[config.mk]
export PLATFORM = sky130hd
export DESIGN_NAME = aq_bus_regs_flat
export DESIGN_NICKNAME = d
export VERILOG_FILES = /design/src/rtl/tart_pkg.sv /design/src/rtl/aq_buf_if.sv /design/src/rtl/aq_bus_regs.sv /design/src/flat_wrapper.sv
export SDC_FILE = /design/constraint.sdc
export NUM_CORES = 1
export LEC_CHECK = 0
export ABC_AREA = 1
export BUFFER_PORTS_ARGS = -buffer_cell sky130_fd_sc_hd__buf_2
export CAP_MARGIN = 10
export CELL_PAD_IN_SITES_DETAIL_PLACEMENT = 0
export CELL_PAD_IN_SITES_GLOBAL_PLACEMENT = 1
export CORE_MARGIN = 3
export CORE_UTILIZATION = 32
export DETAILED_ROUTE_END_ITERATION = 7
export PLACE_DENSITY = 0.82
export SETUP_SLACK_MARGIN = 0.5
export SYNTH_ARGS = -nofsm -noshare
export SYNTH_HDL_FRONTEND = slang
export SYNTH_SLANG_ARGS = --single-unit
export TNS_END_PERCENT = 5
[constraint.sdc]
create_clock -name fpga_clk -period 1.8 [get_ports fpga_clk]
set_input_delay 0.09 -clock fpga_clk [delete_from_list [all_inputs] [get_ports fpga_clk]]
set_output_delay 0.09 -clock fpga_clk [all_outputs]
set_load 0.02 [all_outputs]
[src/rtl/tart_pkg.sv]
`default_nettype none

package tart_pkg;

   // ----------------------------------------
   // bus and sample widths
   // ----------------------------------------
   localparam int BUS_WIDTH    = 8;   // register bus data
   localparam int ADR_WIDTH    = 3;   // register select
   localparam int SAMPLE_WIDTH = 24;  // one bit per antenna

   // ----------------------------------------
   // register map
   // ----------------------------------------
   localparam logic [ADR_WIDTH-1:0] REG_CTRL   = 3'd0;  // enable, debug, delay
   localparam logic [ADR_WIDTH-1:0] REG_STATUS = 3'd1;  // flags and state
   localparam logic [ADR_WIDTH-1:0] REG_DATA   = 3'd2;  // byte-wise read-back

   // acquisition sequence
   // idle -> fill -> ready -> done, back to idle when enable drops
   typedef enum logic [1:0] {
      AQ_IDLE  = 2'd0,  // waiting for enable
      AQ_FILL  = 2'd1,  // writing samples into the buffer
      AQ_READY = 2'd2,  // block full, read-back open
      AQ_DONE  = 2'd3   // whole block read
   } aq_state_t;

endpackage

`default_nettype wire

[src/rtl/aq_buf_if.sv]
`default_nettype none

// write and read ports of the block buffer
interface aq_buf_if #(
   parameter int DEPTH_LOG2 = 9
);
   import tart_pkg::*;

   logic                    wr_en;    // one write per sample strobe
   logic [DEPTH_LOG2-1:0]   wr_addr;
   logic [SAMPLE_WIDTH-1:0] wr_data;
   logic [DEPTH_LOG2-1:0]   rd_addr;  // word pointer from the bus side
   logic [SAMPLE_WIDTH-1:0] rd_data;  // one cycle behind rd_addr

   // sampler side
   modport writer (output wr_en, output wr_addr, output wr_data);

   // bus register side
   modport reader (output rd_addr, input rd_data);

   // the RAM itself
   modport mem (input wr_en, input wr_addr, input wr_data, input rd_addr, output rd_data);

endinterface

`default_nettype wire

[src/rtl/aq_bus_regs.sv]
`default_nettype none

module aq_bus_regs #(
   parameter int DEPTH_LOG2 = 9
) (
   input  wire                             fpga_clk,
   input  wire                             b_rst,
   input  wire                             cyc_i,
   input  wire                             stb_i,
   input  wire                             we_i,
   input  wire [tart_pkg::ADR_WIDTH-1:0]   adr_i,
   input  wire [tart_pkg::BUS_WIDTH-1:0]   dat_i,
   output logic [tart_pkg::BUS_WIDTH-1:0]  dat_o,
   output logic                            ack_o,
   input  tart_pkg::aq_state_t             state_i,
   output logic                            aq_enable_o,
   output logic                            aq_debug_o,
   output logic [2:0]                      aq_delay_o,
   output logic                            read_last_o, // third byte of last word
   aq_buf_if.reader                        aq_buf
);
   import tart_pkg::*;

   logic                  req;        // new request, first cycle of stb
   logic                  data_rd;    // read-back access in ready state
   logic [1:0]            byte_idx;   // 0, 1, 2 within a word
   logic [DEPTH_LOG2-1:0] rd_ptr;     // current word
   logic [BUS_WIDTH-1:0]  rd_byte;
   logic [BUS_WIDTH-1:0]  ctrl_word;
   logic [BUS_WIDTH-1:0]  stat_word;

   // ----------------------------------------
   // bus handshake
   // ----------------------------------------
   // ack goes out one cycle after stb, never two in a row
   assign req     = cyc_i && stb_i && !ack_o;
   assign data_rd = req && !we_i && (adr_i == REG_DATA) && (state_i == AQ_READY);

   always_ff @(posedge fpga_clk) begin
      if (b_rst) begin
         ack_o <= 1'b0;
      end else begin
         ack_o <= req;
      end
   end

   // ----------------------------------------
   // control register
   // ----------------------------------------
   always_ff @(posedge fpga_clk) begin
      if (b_rst) begin
         aq_enable_o <= 1'b0;
         aq_debug_o  <= 1'b0;
         aq_delay_o  <= 3'd0;
      end else if (req && we_i && (adr_i == REG_CTRL)) begin
         aq_enable_o <= dat_i[0];
         aq_debug_o  <= dat_i[1];
         aq_delay_o  <= dat_i[4:2];  // strobe phase
      end
   end

   assign ctrl_word = {3'b000, aq_delay_o, aq_debug_o, aq_enable_o};
   assign stat_word = {1'b1, 2'b00, aq_enable_o, aq_debug_o, 1'b0, state_i};

   // ----------------------------------------
   // read-back pointer
   // ----------------------------------------
   always_ff @(posedge fpga_clk) begin
      if (b_rst || (state_i == AQ_IDLE)) begin
         byte_idx <= 2'd0;
         rd_ptr   <= '0;
      end else if (data_rd) begin
         if (byte_idx == 2'd2) begin
            byte_idx <= 2'd0;
            rd_ptr   <= rd_ptr + 1'b1;  // next word, RAM catches up in one cycle
         end else begin
            byte_idx <= byte_idx + 1'b1;
         end
      end
   end

   assign aq_buf.rd_addr = rd_ptr;

   // low byte first
   always_comb begin
      case (byte_idx)
         2'd0:    rd_byte = aq_buf.rd_data[7:0];
         2'd1:    rd_byte = aq_buf.rd_data[15:8];
         default: rd_byte = aq_buf.rd_data[23:16];
      endcase
   end

   always_ff @(posedge fpga_clk) begin
      if (b_rst) begin
         read_last_o <= 1'b0;
      end else begin
         read_last_o <= data_rd && (byte_idx == 2'd2) && (&rd_ptr);
      end
   end

   // ----------------------------------------
   // read data, valid with ack
   // ----------------------------------------
   always_ff @(posedge fpga_clk) begin
      if (req) begin
         case (adr_i)
            REG_CTRL:   dat_o <= ctrl_word;
            REG_STATUS: dat_o <= stat_word;
            REG_DATA:   dat_o <= data_rd ? rd_byte : '0;  // zero outside ready
            default:    dat_o <= '0;                      // unmapped
         endcase
      end
   end

endmodule

`default_nettype wire

[src/flat_wrapper.sv]
// flat-port wrapper written by rule: the top's interface ports become plain ports
module aq_bus_regs_flat import tart_pkg::*;
#(
   parameter int DEPTH_LOG2 = 9
)
  (fpga_clk, b_rst, cyc_i, stb_i, we_i, adr_i, dat_i, dat_o, ack_o, state_i, aq_enable_o, aq_debug_o, aq_delay_o, read_last_o, aq_buf_rd_addr, aq_buf_rd_data);
  aq_buf_if #(.DEPTH_LOG2(DEPTH_LOG2)) aq_buf_i ();
  input  wire fpga_clk;
  input  wire b_rst;
  input  wire cyc_i;
  input  wire stb_i;
  input  wire we_i;
  input  wire [tart_pkg::ADR_WIDTH-1:0] adr_i;
  input  wire [tart_pkg::BUS_WIDTH-1:0] dat_i;
  output logic [tart_pkg::BUS_WIDTH-1:0] dat_o;
  output logic ack_o;
  input  tart_pkg::aq_state_t state_i;
  output logic aq_enable_o;
  output logic aq_debug_o;
  output logic [2:0] aq_delay_o;
  output logic read_last_o;
  output wire logic [$bits(aq_buf_i.rd_addr)-1:0] aq_buf_rd_addr;
  input wire logic [$bits(aq_buf_i.rd_data)-1:0] aq_buf_rd_data;
  assign aq_buf_rd_addr = aq_buf_i.rd_addr;
  assign aq_buf_i.rd_data = aq_buf_rd_data;
  aq_bus_regs #(.DEPTH_LOG2(DEPTH_LOG2)) u_core (.fpga_clk(fpga_clk), .b_rst(b_rst), .cyc_i(cyc_i), .stb_i(stb_i), .we_i(we_i), .adr_i(adr_i), .dat_i(dat_i), .dat_o(dat_o), .ack_o(ack_o), .state_i(state_i), .aq_enable_o(aq_enable_o), .aq_debug_o(aq_debug_o), .aq_delay_o(aq_delay_o), .read_last_o(read_last_o), .aq_buf(aq_buf_i));
endmodule
==> key figures <==
Synth
  – Post-synth EDFFs: 8
  – Syn Nets: 244
  – Yosys cell types: 27
  – Seq/Total Area, Yosys: 40.7%
  – Flops & latches, synth: 26
  – Mapped Area: 1480 µm²
  – Top cell type's share of synthesized area: 24.4%
  – Synth top area cells: dfxtp_1 (24%), edfxtp_1 (16%), nand2_1 (16%), inv_1 (7.1%), a21oi_1 (5.8%)
  – Post-synth top flop: dfxtp_1
  – Synthesized area per cell: 7.38 µm²
  – Mapped Cells: 200
  – Yosys warnings: 0
  – Post-synth top area cell: dfxtp_1
  – Share of flip-flops with an asynchronous set or reset: 0%

Global routing
  – Total grt overflow: 0
  – Total GRT Usage: 13.5%
  – Pin count of the biggest net entering global routing: 15
  – Antenna violations before repair: 0
  – Vias in the first global route: 1304
  – First-pass GRT wire length: 5810 µm

Critical path
  – Crit path capture type: flop
  – Crit-path cells: ha_4, nand2_4, nor2_4, nand2_2, nor3_2, ha_1, nand2_1, a21oi_1
  – Critical Path Max Stage Delay: 0.37 ns
  – CP Depth: 8
  – Slowest-stage cell, CP: dfxtp_4
  – Worst endpoint required time: 1.96 ns
  – Worst Setup Start Kind: flop
  – Kind of critical path: flop to flop
  – Reg2Reg Depth: 8
  – Worst-path fanout max: 3
  – Crit path buf inv count: 0
  – Arr. time, crit path: 1.56 ns
  – CP startpoint: u_core.aq_buf.rd_addr[1]
  – CP delay by family, top: simple AND/OR/NAND/NOR gates
  – Worst Setup EP: u_core.aq_buf.rd_addr[8]
  – Reg2Reg Setup Slack: 0.40 ns
  – Reg-to-reg endpoint: u_core.aq_buf.rd_addr[8]
  – Worst R2R Start: u_core.aq_buf.rd_addr[1]

Timing
  – Clk_skew: 0.00443 ns
  – Hold Vio Cnt, Final: 0
  – Relative slew margins: 79.2%
  – Fin crit share: 77.7%
  – Final setup viols: 0
  – Fin. max-slew vios: 0
  – Fmax: 0.715 GHz
  – Setup tns final: 0 ns
  – Worst-Margin Slew: 0.312 ns
  – Min Tclk post-route: 1.40 ns
  – Post-route setup slack: 0.401 ns
  – Fin Hold WS: 0.0518 ns
  – RSZ-0062 raised after global routing: yes

Final layout
  – Fillcell total: 473
  – Multi-input logic area: 777 µm²
  – Fin nets: 314
  – Final Util: 44.6%
  – Seq. cell area: 611 µm²
  – Fin cells: 321
  – Number of diodes: 0
  – Synth-to-layout area growth: 33.2%
  – Share of layout cells above drive strength 1: 35.3%

Clock tree
  – Root Buffer: clkbuf_8
  – Clk buf depth: 2
  – Clk slew on worst S/H paths: 0.09 ns
  – Clock Latency Late Sink: 0.27 ns
  – Clock sinks: 26
  – Total CTS buffers: 3
  – CTS HTree Levels: 1
  – TritonCTS clock tree: yes

Routing
  – Routed Antenna Nets: 0
  – Drt total wl: 3860 µm
  – Routed wire per std cell: 12.0 µm
  – Via count: 1480
  – Detailed Route Iter0 Violations: 82
  – Vias per cell: 4.61
  – Drt pass-1 iters: 4
  – Residual DRC: 0

Power
  – Worst vdd ir: 0.226 mV
  – Sw power: 0.255 mW
  – Internal power: 0.813 mW
  – Sw frac: 23.9%
  – Leakage: 0.933 nW
  – Comb pwr share: 10.8%
  – Clock power frac: 32.3%
  – Power Density: 543 nW/µm²
  – Sequential share of power: 56.9%

Die
  – Die H: 73.9 µm
  – Initial core utilization: 33.4%
  – Core Area: 4410 µm²
  – Die area: 5460 µm²
  – Die Wd: 73.9 µm
  – Core Rows: 24
  – Top-Level Pins: 66

Placed design
  – Post-detail-place hpwl: 2920 µm
  – DP Cell Count: 313
  – DP Worst Slack: 0.341 ns
  – Port Buffer Count: 62
  – Gpl congestion: 0.785

Outcome
  – Outcome: finished clean

Hold path
  – Hold WC Path Type: input pin to flop

Job
  – Max_cap viols: 0
-- area by class of cell --
cell class              count  share of cell area (%)
clock buffers               4                    2.29
inverters                  30                    5.79
multi-input cells         141                    39.5
flip-flops and latches     26                    31.0
well taps                  52                    3.31
repair buffers             68                    18.1
-- worst register-to-register path: stages (launching register included) --
cell and delay (ns):
dfxtp_4 0.37, ha_4 0.16, nand2_4 0.06, nor2_4 0.13
nand2_2 0.07, nor3_2 0.15, ha_1 0.24, nand2_1 0.06
a21oi_1 0.05
-- cells in the mapped netlist, types with 2 or more instances --
| library cell | n |
|---|---|
| nand2_1 | 64 |
| inv_1 | 28 |
| dfxtp_1 | 18 |
| a21oi_1 | 17 |
| nand3_1 | 14 |
| o21ai_0 | 12 |
| nor2_1 | 10 |
| edfxtp_1 | 8 |
| nand3_4 | 3 |
| nor2_4 | 3 |
| a31oi_1 | 2 |
| ha_1 | 2 |
| nand3_2 | 2 |
| nand4_1 | 2 |
| nor3_1 | 2 |
| nor3_4 | 2 |
-- routing by layer --
metal / GRT usage (%) / vias up / wire, µm
li1: - / 786 / -
met2: 22.8 / 42 / 1810
met1: 17.5 / 647 / 1750
met4: 4.83 / 0 / 57
met5: 0 / - / 0
met3: 1.92 / 5 / 238
-- sequential cells by signal, indices dropped and copies added (netlist names) --
| register | cells |
|---|---|
| u_core.read_last_o | 1 |
| u_core.ack_o | 1 |
| u_core.aq_debug_o | 1 |
| u_core.aq_buf.rd_addr | 9 |
| u_core.byte_idx | 2 |
| u_core.aq_enable_o | 1 |
| u_core.dat_o | 8 |
| u_core.aq_delay_o | 3 |
-- placed cells by master (no fill, tap or decap), types with 2 or more instances in the layout --
master	netlist	final
a21oi_1	17	17
a31oi_1	2	2
buf_2	1	62
buf_4	0	6
clkbuf_8	0	3
dfxtp_1	18	14
dfxtp_2	0	2
dfxtp_4	0	2
edfxtp_1	8	8
inv_1	28	27
nand2_1	64	62
nand2_2	1	2
nand3_1	14	14
nand3_2	2	2
nand3_4	3	3
nand4_1	2	2
nor2_1	10	9
nor2_4	3	4
nor3_4	2	2
o21ai_0	12	12
-- cells by family after synthesis --
kind of cell	synth area share, %
simple gates	36.2
fa+ha+maj	1.69
buf+inv	9.07
compound gates	11.8
xor+xnor	0.593
flops	40.7
-- stage by stage --
stage                     area, µm²  power, mW
after global placement         1870      0.737
after detailed placement       1870      0.738
after floorplan                1500      0.671
after global routing           1970       1.11
after CTS                      1940       1.09
final                          1970       1.07
-- worst min-delay path by stage --
| stage | endpoint | start | cells past startpoint | slack [ns] |
|---|---|---|---|---|
| after floorplan | u_core.aq_debug_o | dat_i[1] | 2 | 0.23 |
| final | u_core.aq_debug_o | dat_i[1] | 3 | 0.05 |
| after global placement | u_core.aq_delay_o[2] | dat_i[4] | 3 | 0.34 |
| after CTS | u_core.aq_debug_o | dat_i[1] | 3 | 0.04 |
| after detailed placement | u_core.aq_debug_o | dat_i[1] | 3 | 0.35 |
| after global routing | u_core.aq_debug_o | dat_i[1] | 3 | 0.06 |
-- power by group through the flow --
stage          clock network, mW  logic [mW]  registers, mW
3_5_place_dp                   0       0.116          0.622
2_1_floorplan                  0      0.0410          0.630
4_1_cts                    0.361       0.117          0.608
3_3_place_gp                   0       0.116          0.622
5_1_grt                    0.373       0.127          0.609
6_report                   0.344       0.116          0.608
-- repair_timing --
item,in CTS,in global routing
hold buffers,0,0
pin swaps,2,6
resized for setup,3,6
setup endpoints to repair,13,18
setup buffers,2,2
No activity file was read; power rests on OpenSTA's default activity.
