$ cat config.mk
export PLATFORM = sky130hd
export DESIGN_NAME = sample_timer
export DESIGN_NICKNAME = d
export VERILOG_FILES = /design/src/rtl/sample_timer.sv
export SDC_FILE = /design/constraint.sdc
export NUM_CORES = 1
export LEC_CHECK = 0
export BUFFER_PORTS_ARGS = -buffer_cell sky130_fd_sc_hd__buf_2
export CAP_MARGIN = 20
export CORE_AREA = 2 2 39 41
export CTS_CLUSTER_SIZE = 28
export DETAILED_ROUTE_END_ITERATION = 12
export DIE_AREA = 0 0 41 43
export HOLD_SLACK_MARGIN = 0.1
export PLACE_DENSITY = 0.33
export SETUP_SLACK_MARGIN = 0.15
export SYNTH_ARGS = -nofsm -noshare
export SYNTH_HDL_FRONTEND = slang
export SYNTH_SLANG_ARGS = --single-unit
$ cat constraint.sdc
create_clock -name fpga_clk -period 1.23 [get_ports fpga_clk]
set_clock_uncertainty 0.05 [all_clocks]
set_input_delay 0.1845 -clock fpga_clk [delete_from_list [all_inputs] [get_ports fpga_clk]]
set_output_delay 0.1845 -clock fpga_clk [all_outputs]
set_load 0.1 [all_outputs]
$ cat src/rtl/sample_timer.sv
`default_nettype none

module sample_timer #(
   parameter int SAMPLE_RATIO = 6
) (
   input  wire       fpga_clk,
   input  wire       b_rst,
   input  wire [2:0] delay_i,      // phase of the strobe within a period
   output logic      sample_stb_o
);

   // enough bits to count one sample period
   localparam int CNT_W = (SAMPLE_RATIO > 1) ? $clog2(SAMPLE_RATIO) : 1;

   logic [CNT_W-1:0] phase;

   // free-running phase counter, 0 .. SAMPLE_RATIO-1
   always_ff @(posedge fpga_clk) begin
      if (b_rst) begin
         phase <= '0;
      end else if (int'(phase) == SAMPLE_RATIO - 1) begin
         phase <= '0;  // wrap, next period
      end else begin
         phase <= phase + 1'b1;
      end
   end

   // strobe on the selected phase only
   // a delay past the last phase never matches, so no strobe at all
   always_ff @(posedge fpga_clk) begin
      if (b_rst) begin
         sample_stb_o <= 1'b0;
      end else begin
         sample_stb_o <= (int'(phase) == int'(delay_i));
      end
   end

endmodule

`default_nettype wire

==> impl_results.md, run 1 <==
- Setup Slack @ Placement: 81.7 ps
- Net Sw Frac: 0.269
- Placed Instances: 38
- Rel. slew slack: 0.871
- Setup TNS Final: 0 ps
- Global Route Usage Sum: 0.0622
- Period minus WS final: 1140 ps
- Chain of cells forming the critical path: inv_4 -> ha_4 -> or3b_4 -> a21oi_2
- Clock power share: 0.405
- Die Ht: 43 microns
- CP Launch Type: flip-flop
- Share of layout cells above drive strength 1: 0.643
- Antenna diodes: 0
- Clk sinks: 4
- Required time of the worst setup path: 1360 ps
- Final ANT Viol Nets: 0
- Register Area: 88.8 sq um
- Area of the multi-input gates: 124 sq um
- CTS tree: done
- PortBufs: 5
- Gate Count Post-Synth: 17
- Non-filler instance count after layout: 44
- Hold Path Class: in2reg
- Met2 Track Usage GR: 0.0688
- Gate power share: 0.204
- Met1 Resource Use GR: 0.0514
- Leakage: 0.140 nW
- Synthesized flop and latch total: 4
- Largest net degree at the start of global routing: 5
- Post-DP HPWL: 237 microns
- Vias in the first global route: 157
- Num CTS Buffers: 3
- Critical path type: reg2reg
- Fill cells: 144
- Cell row count: 14
- P&R area growth vs syn: 81.2%
- Max cap viols: 0
- Final Hold Vio Count: 0
- CTS Buffer Depth: 2
- Clk slew on worst S/H paths: 40 ps
- Slew @ Worst Pin: 192 ps
- GR Util met3: 0.0785
- Mapped cell area: 180 sq um
- DR pass1 iterations: 1
- Pwr Total: 0.406 mW
- Die width: 41 microns
- Max VDD drop: 0.452 mV
- Final Max Tran Viols: 0
- Nets: 37
- Max frequency: 0.879 GHz
- Core box area: 1380 sq um
- Via count: 162
- Initial Util: 0.130
- Util after Layout: 0.236
- Reg power frac: 0.390
- CP max FO: 3
- CTS root buffer: clkbuf_4
- WL per Instance: 8.50 microns
- Worst-Skew Late Latency: 240 ps
- DIE AREA: 1760 sq um
- GR peak layer: met3
- H-Tree Depth: 1
- PwrDens: 1240 nW/um^2
- Routed Wire Length: 374 microns
- Worst Setup End Kind: flip-flop
- Setup WS post-layout: 92.6 ps
- Net Sw Power: 0.109 mW
- # IOs: 6
- Grt ovf: 0
- Routability Congestion: 0.623
- Outcome: finished clean
- Final period util: 0.925
- Synth Warn #: 0
- RSZ-0062 raised after global routing: yes
- Count of cell types in the netlist: 10
- Mapped Avg Cell Area: 10.6 sq um
- Pint: 0.297 mW
- Critical Path Max Stage Delay: 370 ps
- Initial antenna violation count: 0
- Drt initial violations: 0
- Residual DRC count: 0
- Critical-path top delay cell: or3b_4
- Post-Syn Nets: 24
- Setup violations, final: 0
- Data arrival, critical path: 1260 ps
- First-pass GRT wire length: 607 microns
- Sequential-to-total area share from yosys stat: 0.444
- Vias per inst: 3.68
[registers in the layout, summed over array words and instances, names as in the netlist]
register	cells
sample_stb_o	1
phase	3
[power by group through the flow]
stage                     clock network [mW]  logic, mW  registers [mW]
after floorplan                            0     0.0250           0.166
after global placement                     0     0.0587           0.154
after detailed placement                   0     0.0586           0.155
after CTS                              0.170     0.0723           0.155
after global routing                   0.181     0.0918           0.160
final                                  0.165     0.0830           0.159
[layout make-up]
cell class | count | share of cell area
inverters | 1 | 0.0192
well taps | 16 | 0.0613
clock buffers | 3 | 0.0690
multi-input cells | 12 | 0.379
repair buffers | 8 | 0.199
flip-flops and latches | 4 | 0.272
[timing repair]
item | CTS | global route
hold buffers | 1 | 0
setup endpoints to repair | 1 | 1
hold endpoints to repair | 2 | 0
setup buffers | 1 | 1
pin swaps | 2 | 2
gates resized for setup | 4 | 5
[stage by stage]
stage / instance area [sq um] / hold WS (ps)
floorplan: 185 / 197
global placement: 245 / 332
detailed placement: 245 / 333
CTS: 299 / 206
global route: 327 / 229
finish: 327 / 223
[cell families (layout without fill, tap and decap cells)]
family	count (synthesis)	in the layout	share of synthesized area
flops	4	4	0.444
xor+xnor	3	3	0.146
simple gates	5	5	0.160
compound gates	2	2	0.0903
fa+ha+maj	2	2	0.139
buf+inv	1	12	0.0208
[Yosys cell counts]
cell type  instances  area (sq um)
inv_1              1          3.75
nor4_1             1          6.26
dfxtp_1            4          80.1
a21oi_2            1          8.76
xor2_1             3          26.3
a21o_1             1          7.51
ha_1               2          25.0
nand2b_1           1          6.26
or3b_1             1          8.76
nor2_1             2          7.51
[path summary, 6_finish.rpt]
| check | slack (ps) | cells after the start | endpoint | from |
|---|---|---|---|---|
| worst max register to register | 90 | 4 | phase[2] | phase[1] |
| worst max-delay path | 90 | 4 | phase[2] | phase[1] |
| worst min-delay path | 220 | 3 | sample_stb_o | delay_i[1] |
| worst min register to register | 420 | 1 | phase[0] | phase[0] |
[routing by layer]
| metal | wire (microns) | vias up | share of wire |
|---|---|---|---|
| li1 | - | 78 | - |
| met1 | 120 | 74 | 0.32 |
| met2 | 194 | 7 | 0.52 |
| met3 | 47 | 3 | 0.13 |
| met4 | 11 | 0 | 0.029 |
| met5 | 0 | - | 0 |
[critical path: cells and delay by family, from the launching register on]
kind,cells,cell delay [ps]
AND/OR/NAND/NOR,1,370
AO/OA/AOI/OAI,1,120
buffers and inverters,1,40
flip-flops,1,360
adder cells (fa/ha/maj),1,150
[placed cells by master, fill, tap and decap left out, drive strengths merged, types with 2 or more instances in the layout]
master and n:
buf 7, nor2 2, clkbuf 3, xor2 3
dfxtp 4, ha 2
No activity file was read; power rests on OpenSTA's default activity.
==> inputs of run 2 (changes only) <==
- PLACE_DENSITY: 0.33 -> unset
- PLACE_DENSITY_LB_ADDON: unset -> 0.15
- SETUP_SLACK_MARGIN: 0.15 -> 0.1
==> impl_results.md, run 2 (synthesis gave the netlist of run 1 again) <==
- H-Tree Depth: 1 (unchanged)
- Worst-Skew Late Latency: 240 ps (about the same)
- Reg with most FFs: phase
- Clk sinks: 4 (unchanged)
- Setup TNS Final: 0 ps (unchanged)
- Die width: 41 microns (unchanged)
- PortBufs: 5 (unchanged)
- Max frequency: 0.861 GHz (-2.1%)
- DR pass1 iterations: 1 (unchanged)
- Largest registers: phase (3), sample_stb_o (1)
- Share of layout cells above drive strength 1: 0.643 (unchanged)
- Commonest non-fill, non-tap cell in the layout: buf_2
- P&R area growth vs syn: 81.2% (unchanged)
- Worst Setup End Kind: flip-flop
- Leakage: 0.140 nW (about the same)
- Max reg flops: 3 (unchanged)
- Via count: 154 (-4.9%)
- Global Route Usage Sum: 0.0551 (-0.00714)
- Period minus WS final: 1160 ps (+24.2 ps)
- Num CTS Buffers: 3 (unchanged)
- Critical path type: reg2reg
- Final Hold Vio Count: 0 (unchanged)
- Final period util: 0.944 (+0.0197)
- Util after Layout: 0.236 (unchanged)
- Setup violations, final: 0 (unchanged)
- Routed Wire Length: 354 microns (-5.3%)
- Slew @ Worst Pin: 212 ps (+19.8 ps)
- Pwr Total: 0.405 mW (-0.38%)
- Final ANT Viol Nets: 0 (unchanged)
- PwrDens: 1240 nW/um^2 (-0.38%)
- Rel. slew slack: 0.857 (-0.0133)
- Max cap viols: 0 (unchanged)
- WL per Instance: 8.05 microns (-5.3%)
- Grt ovf: 0 (unchanged)
- Antenna diodes: 0 (unchanged)
- Drt initial violations: 0 (unchanged)
- CTS Buffer Depth: 2 (unchanged)
- Nets: 37 (unchanged)
- Routability Congestion: 0.597 (-4.3%)
- RSZ-0062 raised after global routing: yes
- Core box area: 1380 sq um (unchanged)
- CP Launch Type: flip-flop
- Most frequent cells in the layout: 4 x buf_2, 3 x xor2_1, 3 x clkbuf_4
- Initial antenna violation count: 0 (unchanged)
- Outcome: finished clean
- Residual DRC count: 0 (unchanged)
- Final Max Tran Viols: 0 (unchanged)
- Max VDD drop: 0.466 mV (+3.1%)
- Vias per inst: 3.50 (-4.9%)
- # IOs: 6 (unchanged)
- First-pass GRT wire length: 558 microns (-8.1%)
- Cell row count: 14 (unchanged)
- CTS root buffer: clkbuf_4
- Largest net degree at the start of global routing: 5 (unchanged)
- Hold Path Class: in2reg
- CP max FO: 3 (unchanged)
- CTS tree: done
- Die Ht: 43 microns (unchanged)
- Initial Util: 0.130 (unchanged)
- Required time of the worst setup path: 1350 ps (about the same)
- Data arrival, critical path: 1280 ps (+20 ps)
- Vias in the first global route: 132 (-16%)
- DIE AREA: 1760 sq um (unchanged)
- Clk slew on worst S/H paths: 40 ps (about the same)
==> run 2: stage by stage <==
step / instance area (sq um) / std cells / setup WS, ps / hold slack (ps)
2_1_floorplan: 183 / 17 / 110 / 197
3_3_place_gp: 243 / 38 / 81.3 / 333
3_5_place_dp: 243 / 38 / 58.5 / 334
4_1_cts: 284 / 43 / 77.4 / 215
5_1_grt: 327 / 44 / 27.9 / 224
6_report: 327 / 44 / 68.4 / 218
==> run 2: layout make-up <==
type | instances | area (sq um)
Clock buffer | 3 | 22.5
Fill cell | 152 | 1060
Inverter | 1 | 6.26
Multi-Input combinational cell | 12 | 124
Sequential cell | 4 | 88.8
Tap cell | 16 | 20.0
Timing Repair Buffer | 8 | 65.1
==> run 2: path summary, 6_finish.rpt <==
check | to | from | cells after the start | slack (ps)
setup reg to reg | phase[2] | phase[1] | 4 | 70
hold / removal | sample_stb_o | delay_i[0] | 3 | 220
hold reg to reg | phase[0] | phase[0] | 1 | 420
setup / recovery | phase[2] | phase[1] | 4 | 70
==> run 2: critical path, stage by stage, from the launching register on <==
cell and delay (ps):
dfxtp_4 370, inv_4 40, ha_4 150, or3b_4 360
a21oi_2 140
==> run 2: routing by layer <==
metal  vias up  wire [microns]  track usage
li1         79               -            -
met3         0              41       0.0942
met5         -               0            0
met1        69             163       0.0671
met2         6             148       0.0500
met4         0               0            0
==> run 2: what timing repair did <==
action / in CTS / in global routing
hold buffers: 1 / 0
endpoints found under the setup margin: 1 / 1
gates cloned: 0 / 0
pin swaps: 0 / 1
hold endpoints to repair: 2 / 0
buffers inserted: 1 / 1
resized for setup: 1 / 9
==> run 2: where the power goes <==
group	internal, mW	switching (mW)
clock network	0.109	0.0559
registers	0.142	0.0162
logic	0.0441	0.0367
==> inputs of run 3 (changes only) <==
- RECOVER_POWER: unset -> 100
==> impl_results.md, run 3 (synthesis gave the netlist of run 1 again) <==
- Outcome: finished clean
- Setup violations, final: 0 (unchanged)
- CP max FO: 3 (unchanged)
- Num CTS Buffers: 3 (unchanged)
- DR pass1 iterations: 1 (unchanged)
- Chain of cells forming the critical path: inv_4 -> ha_4 -> or3b_4 -> a21oi_2
- H-Tree Depth: 1 (unchanged)
- Commonest non-fill, non-tap cell in the layout: clkbuf_4
- Hold Path Class: in2reg
- Global Route Usage Sum: 0.0551 (unchanged)
- Critical-path top delay cell: dfxtp_4
- Setup Slack @ Placement: 58.5 ps (unchanged)
- Metal-1 WL: 164 microns (+0.61%)
- Launch point of the worst path: phase[1]
- Most frequent cells in the layout: 4 x clkbuf_4, 3 x xor2_1, 3 x buf_2
- Cell row count: 14 (unchanged)
- CTS root buffer: clkbuf_4
- Final period util: 0.944 (unchanged)
- Routability Congestion: 0.597 (unchanged)
- Rel. slew slack: 0.800 (-0.0575)
- Fill cells: 155 (+2.0%)
- Required time of the worst setup path: 1350 ps (about the same)
- R2r setup slk: 70 ps (about the same)
- PortBufs: 5 (unchanged)
- Worst R2R Start: phase[1]
- Hold slack final: 218 ps (unchanged)
- Clk slew on worst S/H paths: 40 ps (about the same)
- CTS tree: done
- Critical path type: reg2reg
- Antenna diodes: 0 (unchanged)
- Max reg flops: 3 (unchanged)
- Final ANT Viol Nets: 0 (unchanged)
- Via count: 154 (unchanged)
- PwrDens: 1270 nW/um^2 (+2.7%)
- Max frequency: 0.861 GHz (unchanged)
- Max VDD drop: 0.466 mV (about the same)
- Data arrival, critical path: 1280 ps (about the same)
- Critical Path Max Stage Delay: 370 ps (about the same)
- Final Hold Vio Count: 0 (unchanged)
- Grt ovf: 0 (unchanged)
- Reg with most FFs: phase
- Vias per inst: 3.50 (unchanged)
- Placed Instances: 38 (unchanged)
- Drt initial violations: 0 (unchanged)
- Final Max Tran Viols: 0 (unchanged)
- CP Launch Type: flip-flop
- Max Used Layer: met3
- Setup TNS Final: 0 ps (unchanged)
- WL per Instance: 8.14 microns (+1.1%)
- Die Ht: 43 microns (unchanged)
- Leakage: 0.134 nW (-4.4%)
- First-pass GRT wire length: 558 microns (unchanged)
- Util after Layout: 0.226 (-0.00995)
- Clk sinks: 4 (unchanged)
- Largest registers: phase (3), sample_stb_o (1)
- P&R area growth vs syn: 73.6%
- Vias in the first global route: 132 (unchanged)
- Max cap viols: 0 (unchanged)
- Setup WS post-layout: 68.4 ps (unchanged)
- Routed Wire Length: 358 microns (+1.1%)
- CTS Buffer Depth: 2 (unchanged)
- # IOs: 6 (unchanged)
- Die width: 41 microns (unchanged)
- Worst-Skew Late Latency: 240 ps (about the same)
- Initial Util: 0.130 (unchanged)
- Period minus WS final: 1160 ps (unchanged)
- Nets: 37 (unchanged)
- Min-delay src: delay_i[0]
- Core box area: 1380 sq um (unchanged)
- DIE AREA: 1760 sq um (unchanged)
- Residual DRC count: 0 (unchanged)
- Routed wl met2: 148 microns (unchanged)
- Initial antenna violation count: 0 (unchanged)
- Worst Setup End Kind: flip-flop
- Share of layout cells above drive strength 1: 0.607 (-0.0357)
- Largest net degree at the start of global routing: 5 (unchanged)
- Non-filler instance count after layout: 44 (unchanged)
- Routed length on met3: 45 microns (+9.8%)
- Slew @ Worst Pin: 302 ps (+89.8 ps)
- RSZ-0062 raised after global routing: yes
==> run 3: metal layers <==
| layer | GRT usage | vias to the layer above |
|---|---|---|
| li1 | - | 79 |
| met1 | 0.0671 | 69 |
| met2 | 0.0500 | 6 |
| met3 | 0.0942 | 0 |
| met4 | 0 | 0 |
| met5 | 0 | - |
==> run 3: what timing repair did <==
item                                   in CTS  in global routing
setup endpoints to repair                   1                  1
endpoints found under the hold margin       2                  0
pin swaps                                   0                  1
hold buffers                                1                  0
cloned                                      0                  0
gates resized for setup                     1                  9
buffers inserted                            1                  1
==> run 3: critical path, delay by kind of cell (launching register included) <==
family	cells	cell delay, ps
fa+ha+maj	1	150
buf+inv	1	40
simple gates	1	360
flops	1	370
compound gates	1	140
==> run 3: path summary, 6_finish.rpt <==
kind / to / cells past startpoint
setup / recovery: phase[2] / 4
hold / removal: sample_stb_o / 3
hold reg to reg: phase[0] / 1
setup reg to reg: phase[2] / 4
==> run 3: cell type report <==
type                    count  area, sq um  area share
repair buffers              8         51.3       0.164
well taps                  16         20.0      0.0640
flip-flops and latches      4         88.8       0.284
inverters                   1         6.26      0.0200
multi-input cells          12          124       0.396
clock buffers               3         22.5      0.0720
==> run 3: through the flow <==
stage	cell area, sq um	power [mW]
floorplan	183	0.191
detailed placement	243	0.213
global route	313	0.428
finish	313	0.398
global placement	243	0.213
CTS	284	0.391
==> run 3: power breakdown <==
group	switching [mW]	total [mW]	internal, mW	leakage [nW]
sequential	0.0152	0.157	0.142	0.0345
clock	0.0559	0.165	0.109	0.0138
combinational	0.0368	0.0754	0.0386	0.0857
total	0.108	0.398	0.290	0.134
